===== config.mk =====
export PLATFORM = sky130hd
export DESIGN_NAME = debug_panel
export DESIGN_NICKNAME = d
export VERILOG_FILES = /design/src/probe_pkg.sv /design/src/panel_pkg.sv /design/src/probe_decoder.sv /design/src/reg_scanner.sv /design/src/panel_mux.sv /design/src/debug_panel.sv
export VERILOG_INCLUDE_DIRS = /design/src
export SDC_FILE = /design/constraint.sdc
export NUM_CORES = 1
export LEC_CHECK = 0
export BUFFER_PORTS_ARGS = -buffer_cell sky130_fd_sc_hd__buf_4
export CAP_MARGIN = 20
export CORE_ASPECT_RATIO = 0.6
export CORE_UTILIZATION = 46
export DETAILED_ROUTE_END_ITERATION = 12
export PLACE_DENSITY = 0.77
export RECOVER_POWER = 100
export REMOVE_ABC_BUFFERS = 1
export SETUP_SLACK_MARGIN = 0.5
export SYNTH_ARGS = -nofsm -noshare
export SYNTH_HDL_FRONTEND = slang
export SYNTH_SLANG_ARGS = --single-unit

===== constraint.sdc =====
create_clock -name clock -period 1.8 [get_ports clock]
set_input_delay 0.09 -clock clock [delete_from_list [all_inputs] [get_ports clock]]
set_output_delay 0.09 -clock clock [all_outputs]
set_load 0.01 [all_outputs]

===== src/panel_defs.svh =====
`ifndef PANEL_DEFS_SVH
`define PANEL_DEFS_SVH

// ********************
// scan timing
// ********************

// clock cycles spent on each register slot of the external board
`define SCAN_DIV 16

// ********************
// board geometry
// ********************

// CPU registers shown on the GPIO board, one per scan slot
`define NUM_REGS 8

// seven-segment digits on the GPIO board, data nibbles first
`define NUM_DIGITS 8

// nibbles in one 16-bit bus value
`define NIBBLES_PER_WORD 4

`endif


===== src/probe_pkg.sv =====
`default_nettype none
`include "panel_defs.svh"

package probe_pkg;

    typedef logic [15:0] word_t;                  // native width of the teaching CPU
    typedef word_t [`NUM_REGS-1:0] reg_file_t;    // r0 sits in the lowest word

    // ********************
    // instruction word views
    // ********************

    typedef struct packed {
        logic [7:0]  opcode;
        logic [3:0]  rd;
        logic [3:0]  rs;
        logic [3:0]  rt;
        logic [11:0] unused;                      // reserved by the ISA
    } r_fmt_t;

    typedef struct packed {
        logic [7:0]  opcode;
        logic [3:0]  rd;
        logic [19:0] imm;
    } i_fmt_t;

    // the opcode sits in the same place in both views, so either one may be used to pick the view
    typedef union packed {
        r_fmt_t r_fmt;
        i_fmt_t i_fmt;
    } instr_word_u;

    localparam int IMM_FMT_BIT = 7;               // opcode bit that marks the immediate view

    // ********************
    // core snapshot
    // ********************

    typedef struct packed {
        word_t       data;                        // low half of the data bus
        word_t       address;                     // low half of the address bus
        word_t       pc;                          // low half of the program counter
        instr_word_u instr;
        reg_file_t   regs;
    } probe_t;

endpackage

`default_nettype wire


===== src/panel_pkg.sv =====
`default_nettype none
`include "panel_defs.svh"

package panel_pkg;

    typedef logic [6:0] seg_t;                    // segment a in bit 0, g in bit 6

    // active-high patterns for the eight digits of the GPIO board
    typedef struct packed {
        seg_t [`NIBBLES_PER_WORD-1:0] addr;       // digits 4 to 7
        seg_t [`NIBBLES_PER_WORD-1:0] data;       // digits 0 to 3
    } seg_frame_t;

    // ********************
    // GPIO header word
    // ********************

    typedef struct packed {
        logic [15:0]             reg_value;       // register of the current slot
        logic [`NUM_DIGITS-1:0]  digit_sel;       // one-hot, bit n lights digit n
        seg_t                    seg_n;           // common-anode board, so 0 lights a segment
        logic                    slot_start;      // high for the first cycle of a slot
    } gpio_word_t;

    // board idles with every digit deselected and every segment dark
    localparam gpio_word_t GPIO_IDLE = '{
        reg_value:  16'h0000,
        digit_sel:  '0,
        seg_n:      7'h7f,
        slot_start: 1'b0
    };

    // standard hex font, active high
    function automatic seg_t hex_to_seg(input logic [3:0] nibble);
        seg_t seg;
        case (nibble)
            4'h0:    seg = 7'h3f;
            4'h1:    seg = 7'h06;
            4'h2:    seg = 7'h5b;
            4'h3:    seg = 7'h4f;
            4'h4:    seg = 7'h66;
            4'h5:    seg = 7'h6d;
            4'h6:    seg = 7'h7d;
            4'h7:    seg = 7'h07;
            4'h8:    seg = 7'h7f;
            4'h9:    seg = 7'h6f;
            4'ha:    seg = 7'h77;
            4'hb:    seg = 7'h7c;             // lower case b keeps it apart from 8
            4'hc:    seg = 7'h39;
            4'hd:    seg = 7'h5e;             // lower case d keeps it apart from 0
            4'he:    seg = 7'h79;
            default: seg = 7'h71;             // F
        endcase
        return seg;
    endfunction

endpackage

`default_nettype wire


===== src/probe_decoder.sv =====
`timescale 1ns/100ps
`default_nettype none
`include "panel_defs.svh"

module probe_decoder
    import probe_pkg::*;
    import panel_pkg::*;
(
    input  logic                         clock,
    input  logic                         rst,
    input  probe_t                       probe,
    output seg_frame_t                   seg_frame,
    output seg_t [`NIBBLES_PER_WORD-1:0] hex,
    output logic [9:0]                   leds
);

    logic [9:0] leds_d;

    // ********************
    // instruction LEDs
    // ********************

    always_comb begin
        if (probe.instr.i_fmt.opcode[IMM_FMT_BIT]) begin
            // immediate format lights the top LED and shows the low immediate bits
            leds_d = {1'b1, probe.instr.i_fmt.imm[8:0]};
        end else begin
            leds_d = {1'b0,
                      probe.instr.r_fmt.rd[2:0],          // leds 8 to 6
                      probe.instr.r_fmt.rs[2:0],          // leds 5 to 3
                      probe.instr.r_fmt.rt[2:0]};         // leds 2 to 0
        end
    end

    // ********************
    // snapshot registers
    // ********************

    always_ff @(posedge clock) begin
        if (rst) begin
            seg_frame <= '0;                              // every GPIO digit dark
            hex       <= '1;                              // active-low board digits dark
            leds      <= '0;
        end else begin
            for (int i = 0; i < `NIBBLES_PER_WORD; i++) begin
                seg_frame.data[i] <= hex_to_seg(probe.data[4*i +: 4]);
                seg_frame.addr[i] <= hex_to_seg(probe.address[4*i +: 4]);
                hex[i]            <= ~hex_to_seg(probe.pc[4*i +: 4]);  // HEX0 shows the low nibble
            end
            leds <= leds_d;
        end
    end

endmodule

`default_nettype wire


===== src/reg_scanner.sv =====
`timescale 1ns/100ps
`default_nettype none
`include "panel_defs.svh"

module reg_scanner
    import probe_pkg::*;
(
    input  logic      clock,
    input  logic      rst,
    input  reg_file_t regs,
    output logic [2:0] slot,
    output logic      slot_start,
    output word_t     reg_value
);

    localparam int DIV_W = $clog2(`SCAN_DIV);

    logic [DIV_W-1:0] div_cnt;
    logic             div_wrap;
    logic [2:0]       slot_next;

    assign div_wrap  = (div_cnt == DIV_W'(`SCAN_DIV - 1));
    assign slot_next = (slot == 3'(`NUM_REGS - 1)) ? 3'd0 : slot + 3'd1;

    // ********************
    // scan divider
    // ********************

    always_ff @(posedge clock) begin
        if (rst) begin
            div_cnt <= '0;
        end else if (div_wrap) begin
            div_cnt <= '0;
        end else begin
            div_cnt <= div_cnt + 1'b1;
        end
    end

    // ********************
    // slot and register latch
    // ********************

    // the register is taken once per slot so the board never sees it change mid-slot
    always_ff @(posedge clock) begin
        if (rst) begin
            slot       <= '0;
            slot_start <= 1'b0;
            reg_value  <= '0;
        end else begin
            slot_start <= div_wrap;                  // one cycle pulse with the new slot
            if (div_wrap) begin
                slot      <= slot_next;
                reg_value <= regs[slot_next];        // register of the slot being entered
            end
        end
    end

endmodule

`default_nettype wire


===== src/panel_mux.sv =====
`timescale 1ns/100ps
`default_nettype none
`include "panel_defs.svh"

module panel_mux
    import panel_pkg::*;
(
    input  logic        clock,
    input  logic        rst,
    input  seg_frame_t  seg_frame,
    input  logic [2:0]  slot,
    input  logic        slot_start,
    input  logic [15:0] reg_value,
    output gpio_word_t  gpio0
);

    seg_t [`NUM_DIGITS-1:0] digits;
    gpio_word_t             gpio_d;

    // ********************
    // digit selection
    // ********************

    // address patterns sit above the data patterns, which gives digit n at index n
    assign digits = {seg_frame.addr, seg_frame.data};

    always_comb begin
        gpio_d            = GPIO_IDLE;
        gpio_d.reg_value  = reg_value;
        gpio_d.digit_sel  = '0;
        gpio_d.digit_sel[slot] = 1'b1;               // one digit lit per slot
        gpio_d.seg_n      = ~digits[slot];           // common anode, so the pattern is inverted
        gpio_d.slot_start = slot_start;
    end

    // ********************
    // output register
    // ********************

    // the header pins come straight from flops so the ribbon cable sees clean edges
    always_ff @(posedge clock) begin
        if (rst) begin
            gpio0 <= GPIO_IDLE;
        end else begin
            gpio0 <= gpio_d;
        end
    end

endmodule

`default_nettype wire


===== src/debug_panel.sv =====
`timescale 1ns/100ps
`default_nettype none
`include "panel_defs.svh"

module debug_panel
    import probe_pkg::*;
    import panel_pkg::*;
(
    input  logic                         clock,
    input  logic                         rst,
    input  probe_t                       probe,
    output seg_t [`NIBBLES_PER_WORD-1:0] hex,
    output logic [9:0]                   leds,
    output gpio_word_t                   gpio0
);

    seg_frame_t  seg_frame;      // decoded data and address digits
    logic [2:0]  slot;
    logic        slot_start;
    word_t       reg_value;

    // ********************
    // snapshot decode
    // ********************

    probe_decoder probe_decoder_i (
        .clock     (clock),
        .rst       (rst),
        .probe     (probe),
        .seg_frame (seg_frame),
        .hex       (hex),
        .leds      (leds)
    );

    // ********************
    // register scan
    // ********************

    reg_scanner reg_scanner_i (
        .clock      (clock),
        .rst        (rst),
        .regs       (probe.regs),
        .slot       (slot),
        .slot_start (slot_start),
        .reg_value  (reg_value)
    );

    // ********************
    // GPIO board word
    // ********************

    panel_mux panel_mux_i (
        .clock      (clock),
        .rst        (rst),
        .seg_frame  (seg_frame),
        .slot       (slot),
        .slot_start (slot_start),
        .reg_value  (reg_value),
        .gpio0      (gpio0)
    );

endmodule

`default_nettype wire


---- After elaboration in Yosys (flattened, before gate mapping) ----
Memories as Yosys holds them, arrays and structs flattened. A register that Yosys moved wholly into a read port is not among the register bits.
Index checks and enable logic that the tools add are counted.
word-level totals
  input bits .............................. 210
  output and inout bits ................... 70
  logic and storage cells ................. 51
  memories kept ........................... 12
  bits in read-only memories .............. 1344
  bits in registers ....................... 94
operators by class
  eq/ne operators ......................... 2
  $add $sub $neg .......................... 2
  bitwise logic cells ..................... 5
  $lt $le $gt $ge ......................... 3
  reduce and logical (&&, ||, !) cells .... 2
  muxes and demuxes ....................... 12
memories
  name              depth  bits a word  read ports  clocked after memory_dff  write ports  line             RTL
  (name not given)  16     7            1           1                         0            panel_pkg.sv:36  case (nibble)
  (name not given)  16     7            1           1                         0            panel_pkg.sv:36
  (name not given)  16     7            1           0                         0            panel_pkg.sv:36
  (name not given)  16     7            1           1                         0            panel_pkg.sv:36
  (name not given)  16     7            1           1                         0            panel_pkg.sv:36
  (name not given)  16     7            1           0                         0            panel_pkg.sv:36
  +6 memories       -      -            -           -                         -            -
operators with widths
  operator             number
  $bmux 16 s3          1
  $mux 7               5
  $not 7->7            5
  $bmux 7 s3           1
  $mux 16              1
  $mux 10              1
  $lt 3x4->1 const B   2
  $add 4x1->4 const B  1
  $eq 4x4->1 const B   1
  $add 3x1->3 const B  1
  $demux 1 s3          1
  $eq 3x3->1 const B   1
  $ge 3x1->1 const B   1
  $mux 3               1
  $reduce_or 2->1      1
  $logic_and 1x1->1    1
  $mux 1               1

---- Longest topological paths before layout ----
Gate-level depths: netlist of run 1.
  depth after elaboration ................. 4
  mapped depth ............................ 8
  mapped depth without buffers ............ 6

---- By module ----
Synthesis of run 1 repeated with hierarchy kept, for this count alone.
unflattened totals
  cell total of the unflattened synthesis .. 882
  area total of the unflattened synthesis .. 8577.0 um^2
by module, submodules not included
  module         times used  cells each  sequential area each (um^2)  area each (um^2)
  probe_decoder  1           563         1881.8                       5180.0
  reg_scanner    1           212         480.5                        2089.5
  panel_mux      1           107         640.6                        1307.5

---- Worst setup path after synthesis of run 1 ----
No wires, ideal clock.
  kind .................................... flip-flop to flip-flop
  start ................................... register reg_scanner_i.slot[1]
  end ..................................... register reg_scanner_i.reg_value[7]
  arrival time ............................ 1.820 ns
  period minus slack after synthesis ...... 1.937 ns
  slack ................................... -0.137 ns
  buffers on the path ..................... 2
  library setup time ...................... 0.117 ns
  cell stages (with the launch flop) ...... 8
  data required time ...................... 1.683 ns
  cells stage by stage .................... dfxtp_1 > ha_1 > ha_1 > nor2b_1 > clkbuf_1 > clkbuf_1 > a32oi_1 > a32o_1
on the way
  longest elaborated chain between the ends .. 4
  elaborated cells between the ends (all ways) .. 5
  classes of those cells .................. add/sub: 1; eq/ne: 1; mux: 3
RTL lines
  item                                              line               RTL
  from (decl)                                       reg_scanner.sv:11  output logic [2:0] slot,
  from (signal assigned)                            reg_scanner.sv:52  slot <= slot_next;
  $add 3x1->3 / $eq 3x3->1 (equally long branches)  reg_scanner.sv:23  assign slot_next = (slot == 3'(`NUM_REGS - 1)) ? 3'd0 : slot + 3'd1;
  $mux 3 (*)                                        reg_scanner.sv:23
  net reg_scanner_i.slot_next[2]                    reg_scanner.sv:20  logic [2:0] slot_next;
  $bmux 16 s3 (*)                                   reg_scanner.sv:53  reg_value <= regs[slot_next];
  $mux 16 (not written as such) (*)                 reg_scanner.sv:53
  to (signal assigned)                              reg_scanner.sv:53
  to (decl)                                         reg_scanner.sv:13  output word_t reg_value
The timed path passes the listed nets; every way through them passes the cells marked *. The select of a mux whose other input is x is not followed.
A chain may end at the register's enable or synchronous reset.

---- Worst setup path after layout of run 1 ----
  start ................................... register reg_scanner_i.slot[1]
  end ..................................... register reg_scanner_i.reg_value[3]
on the way
  longest elaborated chain between the ends .. 4
  elaborated cells between the ends (all ways) .. 5
  classes of those cells .................. add/sub: 1; eq/ne: 1; mux: 3
RTL lines
  item                                              line
  $add 3x1->3 / $eq 3x3->1 (equally long branches)  reg_scanner.sv:23
  $mux 3 (*)                                        reg_scanner.sv:23
  $bmux 16 s3 (*)                                   reg_scanner.sv:53
  $mux 16 (not written as such) (*)                 reg_scanner.sv:53
Mark *: on every way between the ends. The rest lies on a longest branch, timed or not. The select of a mux whose other input is x is not followed.

==> metrics.csv, run 1 <==
stage;metric;value;unit
run_status;outcome;finished, final reports clean;
worst_setup_path;critical_path.endpoint_type;register;
die;num_io_pins;280;
power;pwr-share-comb;15.8;%
sta;drv_slew;0;
worst_setup_path;cp_max_fo;13;
worst_setup_path;timing.critical_path.slowest_stage_cell;dfxtp_4;
sta;clock_skew;0.00781;ns
place;portBuffers;266;
worst_setup_path;crit_path_cell_trace;ha_4, ha_4, or2_4, buf_12, mux2i_1, a32oi_1, a32o_1;
finish;diodes;0;
detailed_routing;drt-vias-per-instance;5.43;
power;power_switching;2160;uW
hold_path;hold_class;primary input to register;
worst_setup_path;worstSetupStartpointType;register;
grt;grt_overflow_total;0;
sta;hold_violations;0;
clock_network;clockBufferDepth;2;
sta;setup_viol;0;
power;switching_share;24.6;%
grt;grt_max_degree;52;
synthesis;muxShareOfSynthArea;12.7;%
sta;tightest_slew;1.03;ns
synthesis;synth.largest_area_cell;dfxtp_1;
power;power_leakage;0.00504;uW
clock_network;clk_pin_slew;0.06;ns
synthesis;ys_ff_latch;150;
detailed_routing;drt_iter0_drc;703;
finish;layout_common_cells;buf_4 (190), dfxtp_1 (146), nand2_1 (119);
synthesis;synth_cell_types;44;
finish;final_cells;1445;
worst_setup_path;reg2reg_slack;0.003;ns
power;ir_worst_vdd;455;uV
sta;fin_crit_sh;99.8;%
die;die_x;175;um
clock_network;h-tree-depth;4;
place;dp_slack;-0.0730;ns
detailed_routing;drtAntennaViolNets;0;
synthesis;synth-xor-area-share;0.106;%
clock_network;cts_tree;yes;
place;post-dp-hpwl;17800;um
finish;post-route-util;66.5;%
power;pwr-share-seq;40.7;%
worst_setup_path;crit_required;2.11;ns
place;gp_congestion;0.892;
die;rows;37;
sta;max_slew_margin;31.3;%
sta;rsz0062_at_grt;true;
synthesis;ys_seq_area_share;36.3;%
detailed_routing;finalWirelength;25300;um
detailed_routing;drc;0;
synthesis;synth_top_family_by_area;compound AO/OA/AOI/OAI gates;
power;p_clk_share;43.6;%
sta;fmax;557;MHz
die;core;0.0174;mm2
worst_setup_path;rr_startpoint;reg_scanner_i.slot[1];
sta;finalWorstSetupSlack;0.00346;ns
power;design_power_total;8770;uW
sta;fin_crit;1.80;ns
synthesis;synth-main-ff-cell;dfxtp_1;
clock_network;cts.sinks;150;
detailed_routing;drtPass1Iterations;5;
worst_setup_path;arrival;2.11;ns
clock_network;ctsRootBufferMaster;clkbuf_16;
finish;nets;1491;
synthesis;synth_fa_ha_area_share;12.6;%
finish;drive_above_1_share;24.4;%
hold_path;holdPathEnd;reg_scanner_i.reg_value[15];
die;start_util;47.6;%
hold_path;min_from;probe[79];
die;die-area;0.0185;mm2
synthesis;synth_compound_area_share;16.0;%
clock_network;clock_latency;0.42;ns
synthesis;synth_simple_gate_area_share;16.0;%
synthesis;yosys_warnings;0;
power;power_density;759;mW/mm2
synthesis;yosys-top-cells-area;dfxtp_1 (36%), ha_1 (13%), mux2i_1 (6.1%);
hold_path;holdPathStages;4;
worst_setup_path;critPathKind;register to register;
power;p_int;6610;uW
grt;grt_use_total;26.6;%
finish;area_growth;39.7;%
detailed_routing;num_vias;7844;
place;dp_cells;1358;
worst_setup_path;crit_path_frequent_cell;ha_4;
worst_setup_path;rr_worst_depth;7;
detailed_routing;avgRoutedWirePerCell;17.5;um
grt;antenna_found_initial;0;
synthesis;ys_async_sr_fraction;0;%
grt;grt_pass1_wl;38600;um
grt;grt_pass1_vias;7402;
synthesis;syn_area;0.00827;mm2
synthesis;syn_inst;900;
clock_network;cts_made_buffers;17;
run;drv_cap;0;
synthesis;synth_top_area_share;36.3;%
die;die_h;106;um
finish;mostFrequentLayoutCell;buf_4;
synthesis;synth-edff-count;0;
worst_setup_path;crit_path_max_incr_delay;0.35;ns
worst_setup_path;r2r_end;reg_scanner_i.reg_value[3];
synthesis;syn_area_per_cell;9.19;um2
## flip-flops by register name, indices dropped and copies added (netlist names)
signal	count
probe_decoder_i.hex	28
probe_decoder_i.leds	10
probe_decoder_i.seg_frame	56
reg_scanner_i.reg_value	16
reg_scanner_i.slot_start	1
reg_scanner_i.div_cnt	4
reg_scanner_i.slot	3
panel_mux_i.gpio0	32
## metal layers
layer	global-route usage (%)	vias up	wire, um
li1	-	3787	-
met1	35.7	3640	11300
met2	41.0	376	11400
met3	7.00	41	2160
met4	9.57	0	562
met5	0	-	0
## cell type report
class | count | area (um2)
tap | 234 | 293
inverter | 59 | 225
fill | 1435 | 5810
timing repair buffer | 343 | 2560
clock buffer | 20 | 457
sequential | 150 | 3010
clock inverter | 12 | 175
multi-input combinational | 627 | 4830
## cell usage after synthesis (2+ instances only)
| cell | number |
|---|---|
| a32o_1 | 13 |
| a21boi_0 | 2 |
| a221o_1 | 8 |
| nand2_1 | 121 |
| and3_1 | 2 |
| nor3_1 | 25 |
| buf_1 | 7 |
| buf_4 | 2 |
| a21oi_1 | 7 |
| clkbuf_1 | 43 |
| o211ai_1 | 4 |
| a31o_1 | 3 |
| nor2b_1 | 48 |
| and2_1 | 4 |
| nand2b_1 | 12 |
| or3_1 | 4 |
| buf_6 | 5 |
| mux2_2 | 9 |
| o32ai_1 | 4 |
| dfxtp_1 | 150 |
| a221oi_1 | 20 |
| ha_1 | 83 |
| o21ai_0 | 33 |
| inv_1 | 59 |
| a211oi_1 | 25 |
| o221ai_1 | 2 |
| a31oi_1 | 7 |
| a211o_1 | 2 |
| o21bai_1 | 3 |
| buf_2 | 7 |
| mux4_2 | 20 |
| nor2_1 | 64 |
| o22ai_1 | 2 |
| mux2i_1 | 50 |
| a32oi_1 | 29 |
| o311ai_0 | 8 |
| nand3_1 | 6 |
## metrics by stage
step	TNS, ns	area [um2]	hold slack [ns]
2_1_floorplan	-28.80	7970	0.159
3_3_place_gp	-0.0113	10500	0.325
3_5_place_dp	-0.621	10500	0.328
4_1_cts	0	11800	0.00708
5_1_grt	-0.317	11500	0.0211
6_report	0	11500	0.0246
## worst max-delay path by stage
stage | from | to | slack, ns | cells after the start
4_1_cts | reg_scanner_i.slot[1] | reg_scanner_i.reg_value[7] | 0.04 | 7
6_report | reg_scanner_i.slot[1] | reg_scanner_i.reg_value[3] | 0.003 | 7
3_5_place_dp | reg_scanner_i.slot[0] | reg_scanner_i.reg_value[5] | -0.07 | 7
5_1_grt | reg_scanner_i.slot[0] | reg_scanner_i.reg_value[9] | -0.05 | 6
2_1_floorplan | reg_scanner_i.slot[1] | reg_scanner_i.reg_value[0] | -1.78 | 6
3_3_place_gp | reg_scanner_i.slot[0] | reg_scanner_i.reg_value[8] | -0.01 | 7
## power by group through the flow
stage	Combinational (uW)	Clock (uW)	Sequential (uW)
CTS	1430	3840	3570
global route	1510	4020	3580
detailed placement	1330	0	3640
global placement	1310	0	3630
finish	1380	3820	3560
floorplan	537	0	3660
## what timing repair did
item	in CTS	in global routing
endpoints found under the setup margin	28	30
hold endpoints to repair	56	0
resized for setup	29	24
hold buffers	42	0
buffers inserted	2	5
gates cloned	3	3
pin swaps	2	6
## critical path: cells and delay by family (launching register included)
family	cells	cell delay (ns)
compound gates	2	0.36
fa+ha+maj	2	0.31
buf+inv	1	0.19
flops	1	0.35
mux	1	0.18
simple gates	1	0.31
## kinds of logic (layout without fill, tap and decap cells)
group | after synthesis | after routing
AOI/OAI and AO/OA | 173 | 173
xor gates and xnor gates | 1 | 1
adders and majority gates | 83 | 83
buffers and inverters | 123 | 434
DFF | 150 | 150
muxes | 79 | 79
and+or+nand+nor | 291 | 291
Note: power is estimated with default switching activity, not from simulation.
==> run 2: changes to the inputs <==
--- a/config.mk
+++ b/config.mk
@@ -12,5 +12,5 @@
 export CORE_UTILIZATION = 46
 export DETAILED_ROUTE_END_ITERATION = 12
-export PLACE_DENSITY = 0.77
+export PLACE_DENSITY_LB_ADDON = 0.25
 export RECOVER_POWER = 100
 export REMOVE_ABC_BUFFERS = 1
==> constraint.sdc (replaced) <==
create_clock -name clock -period 1.8 [get_ports clock]
set_input_delay 0.09 -clock clock [delete_from_list [all_inputs] [get_ports clock]]
set_output_delay 0.09 -clock clock [all_outputs]
set_load 0.1 [all_outputs]
==> metrics.csv, run 2 (same netlist as run 1, synthesis figures left out) <==
stage;metric;value;unit;change
run_status;outcome;finished with violations;;was finished, final reports clean
run_status;violations;negative setup slack;;
die;die_x;175;um;unchanged
finish;diodes;0;;unchanged
sta;fin_crit_sh;100;%;was 99.8%
finish;mostFrequentLayoutCell;buf_4;;unchanged
hold_path;hold_class;primary input to register;;unchanged
sta;hold_violations;0;;unchanged
die;start_util;47.6;%;unchanged
clock_network;cts.sinks;150;;unchanged
clock_network;clock_latency;0.41;ns;was 0.42 ns
place;portBuffers;266;;unchanged
sta;drv_slew;0;;unchanged
die;die-area;0.0185;mm2;unchanged
finish;largest_register_ffs;56;;unchanged
clock_network;clk_pin_slew;0.07;ns;was 0.06 ns
finish;regMostFlops;probe_decoder_i.seg_frame;;unchanged
worst_setup_path;crit_required;2.10;ns;was 2.11 ns
finish;layout_common_cells;buf_4 (192), dfxtp_1 (147), nand2_1 (108);;was buf_4 (190), dfxtp_1 (146), nand2_1 (119)
power;ir_worst_vdd;590;uV;was 455 uV
grt;grt_use_total;26.4;%;was 26.6%
finish;finalInstanceArea;0.0115;mm2;about the same
sta;setup_viol;1;;was 0
detailed_routing;num_vias;7749;;was 7844
grt;antenna_found_initial;0;;unchanged
sta;fmax;555;MHz;was 557 MHz
die;num_io_pins;280;;unchanged
power;design_power_total;8850;uW;was 8770 uW
finish;nets;1486;;was 1491
place;dp_slack;-0.0445;ns;was -0.0730 ns
grt;grt_overflow_total;0;;unchanged
worst_setup_path;worstSetupStartpointType;register;;unchanged
clock_network;ctsRootBufferMaster;clkbuf_16;;unchanged
worst_setup_path;arrival;2.11;ns;about the same
detailed_routing;dr.max_layer_used;met4;;unchanged
clock_network;clockBufferDepth;2;;unchanged
grt;grt_max_degree;40;;was 52
finish;area_growth;39.5;%;was 39.7%
place;post-dp-hpwl;17700;um;was 17800 um
clock_network;cts_made_buffers;17;;unchanged
place;place_area;0.0105;mm2;about the same
finish;top_regs;probe_decoder_i.seg_frame (56), panel_mux_i.gpio0 (32), probe_decoder_i.hex (28);;unchanged
power;power_density;768;mW/mm2;was 759 mW/mm2
sta;fin_crit;1.80;ns;about the same
run;drv_cap;0;;unchanged
detailed_routing;met3_length;2140;um;was 2160 um
detailed_routing;drtPass1Iterations;6;;was 5
sta;tightest_slew;0.878;ns;was 1.03 ns
die;die_h;106;um;unchanged
power;power_leakage;0.00525;uW;was 0.00504 uW
place;gp_congestion;0.847;;was 0.892
detailed_routing;avgRoutedWirePerCell;17.2;um;was 17.5 um
clock_network;cts_tree;yes;;unchanged
sta;max_slew_margin;41.5;%;was 31.3%
worst_setup_path;cp_max_fo;8;;was 13
detailed_routing;drt_iter0_drc;567;;was 703
die;rows;37;;unchanged
sta;rsz0062_at_grt;true;;unchanged
sta;finalWorstSetupSlack;-0.00207;ns;was 0.00346 ns
detailed_routing;drt-vias-per-instance;5.38;;was 5.43
worst_setup_path;critical_path.endpoint_type;register;;unchanged
finish;drive_above_1_share;31.0;%;was 24.4%
worst_setup_path;critPathKind;register to register;;unchanged
clock_network;h-tree-depth;4;;unchanged
detailed_routing;drtAntennaViolNets;0;;unchanged
detailed_routing;wl_met2;11000;um;was 11400 um
die;core;0.0174;mm2;unchanged
detailed_routing;met1_length;11300;um;about the same
grt;grt_pass1_wl;38700;um;was 38600 um
detailed_routing;drc;0;;unchanged
sta;clock_skew;0.0137;ns;was 0.00781 ns
grt;grt_pass1_vias;7337;;was 7402
detailed_routing;finalWirelength;24800;um;was 25300 um
run 2: report_power, final:
group | internal (uW) | switching, uW | total (uW)
Sequential | 3500 | 60.6 | 3570
Combinational | 715 | 1180 | 1900
Clock | 1880 | 1510 | 3390
Total | 6100 | 2750 | 8850
run 2: metal layers:
layer / vias up / global-route usage, %
met2: 301 / 40.3
met5: - / 0
met4: 0 / 6.77
li1: 3773 / -
met3: 20 / 7.50
met1: 3655 / 36.4
run 2: final timing paths:
check	slack, ns	start	to	depth (start not counted)
max	-0.002	reg_scanner_i.slot[0]	reg_scanner_i.reg_value[0]	8
min reg2reg	0.44	reg_scanner_i.slot_start	panel_mux_i.gpio0[0]	1
max reg2reg	-0.002	reg_scanner_i.slot[0]	reg_scanner_i.reg_value[0]	8
min	0.02	probe[65]	reg_scanner_i.reg_value[1]	4
run 2: final cells by class:
| class | instances | area (um2) |
|---|---|---|
| clock buffers | 19 | 453 |
| clock inverters | 13 | 113 |
| fillers | 1398 | 5830 |
| inverters | 59 | 221 |
| multi-input cells | 627 | 4860 |
| flip-flops and latches | 150 | 3010 |
| well taps | 234 | 293 |
| repair buffers | 338 | 2580 |
run 2: through the flow:
stage	setup TNS (ns)	instances	hold WS (ns)	utilization (%)
floorplan	-28.80	836	0.159	-
global placement	-0.00935	1359	0.323	60.5
detailed placement	-0.328	1359	0.330	60.5
CTS	0	1440	0.00474	67.4
global route	-0.190	1440	0.0209	66.4
finish	-0.00207	1440	0.0212	66.4
run 2: critical path, cell delays in order (launching register included):
cell and delay, ns:
dfxtp_4 0.36, ha_4 0.16, ha_4 0.15, or2_4 0.28, buf_6 0.14, buf_16 0.14
mux2i_1 0.15, a32oi_1 0.08, a32o_1 0.24
run 2: timing repair:
item	in CTS	in global routing
setup buffers	4	0
pin swaps	22	25
resized for setup	22	29
setup endpoints to repair	25	35
cloned	5	0
hold buffers	40	0
endpoints found under the hold margin	55	0
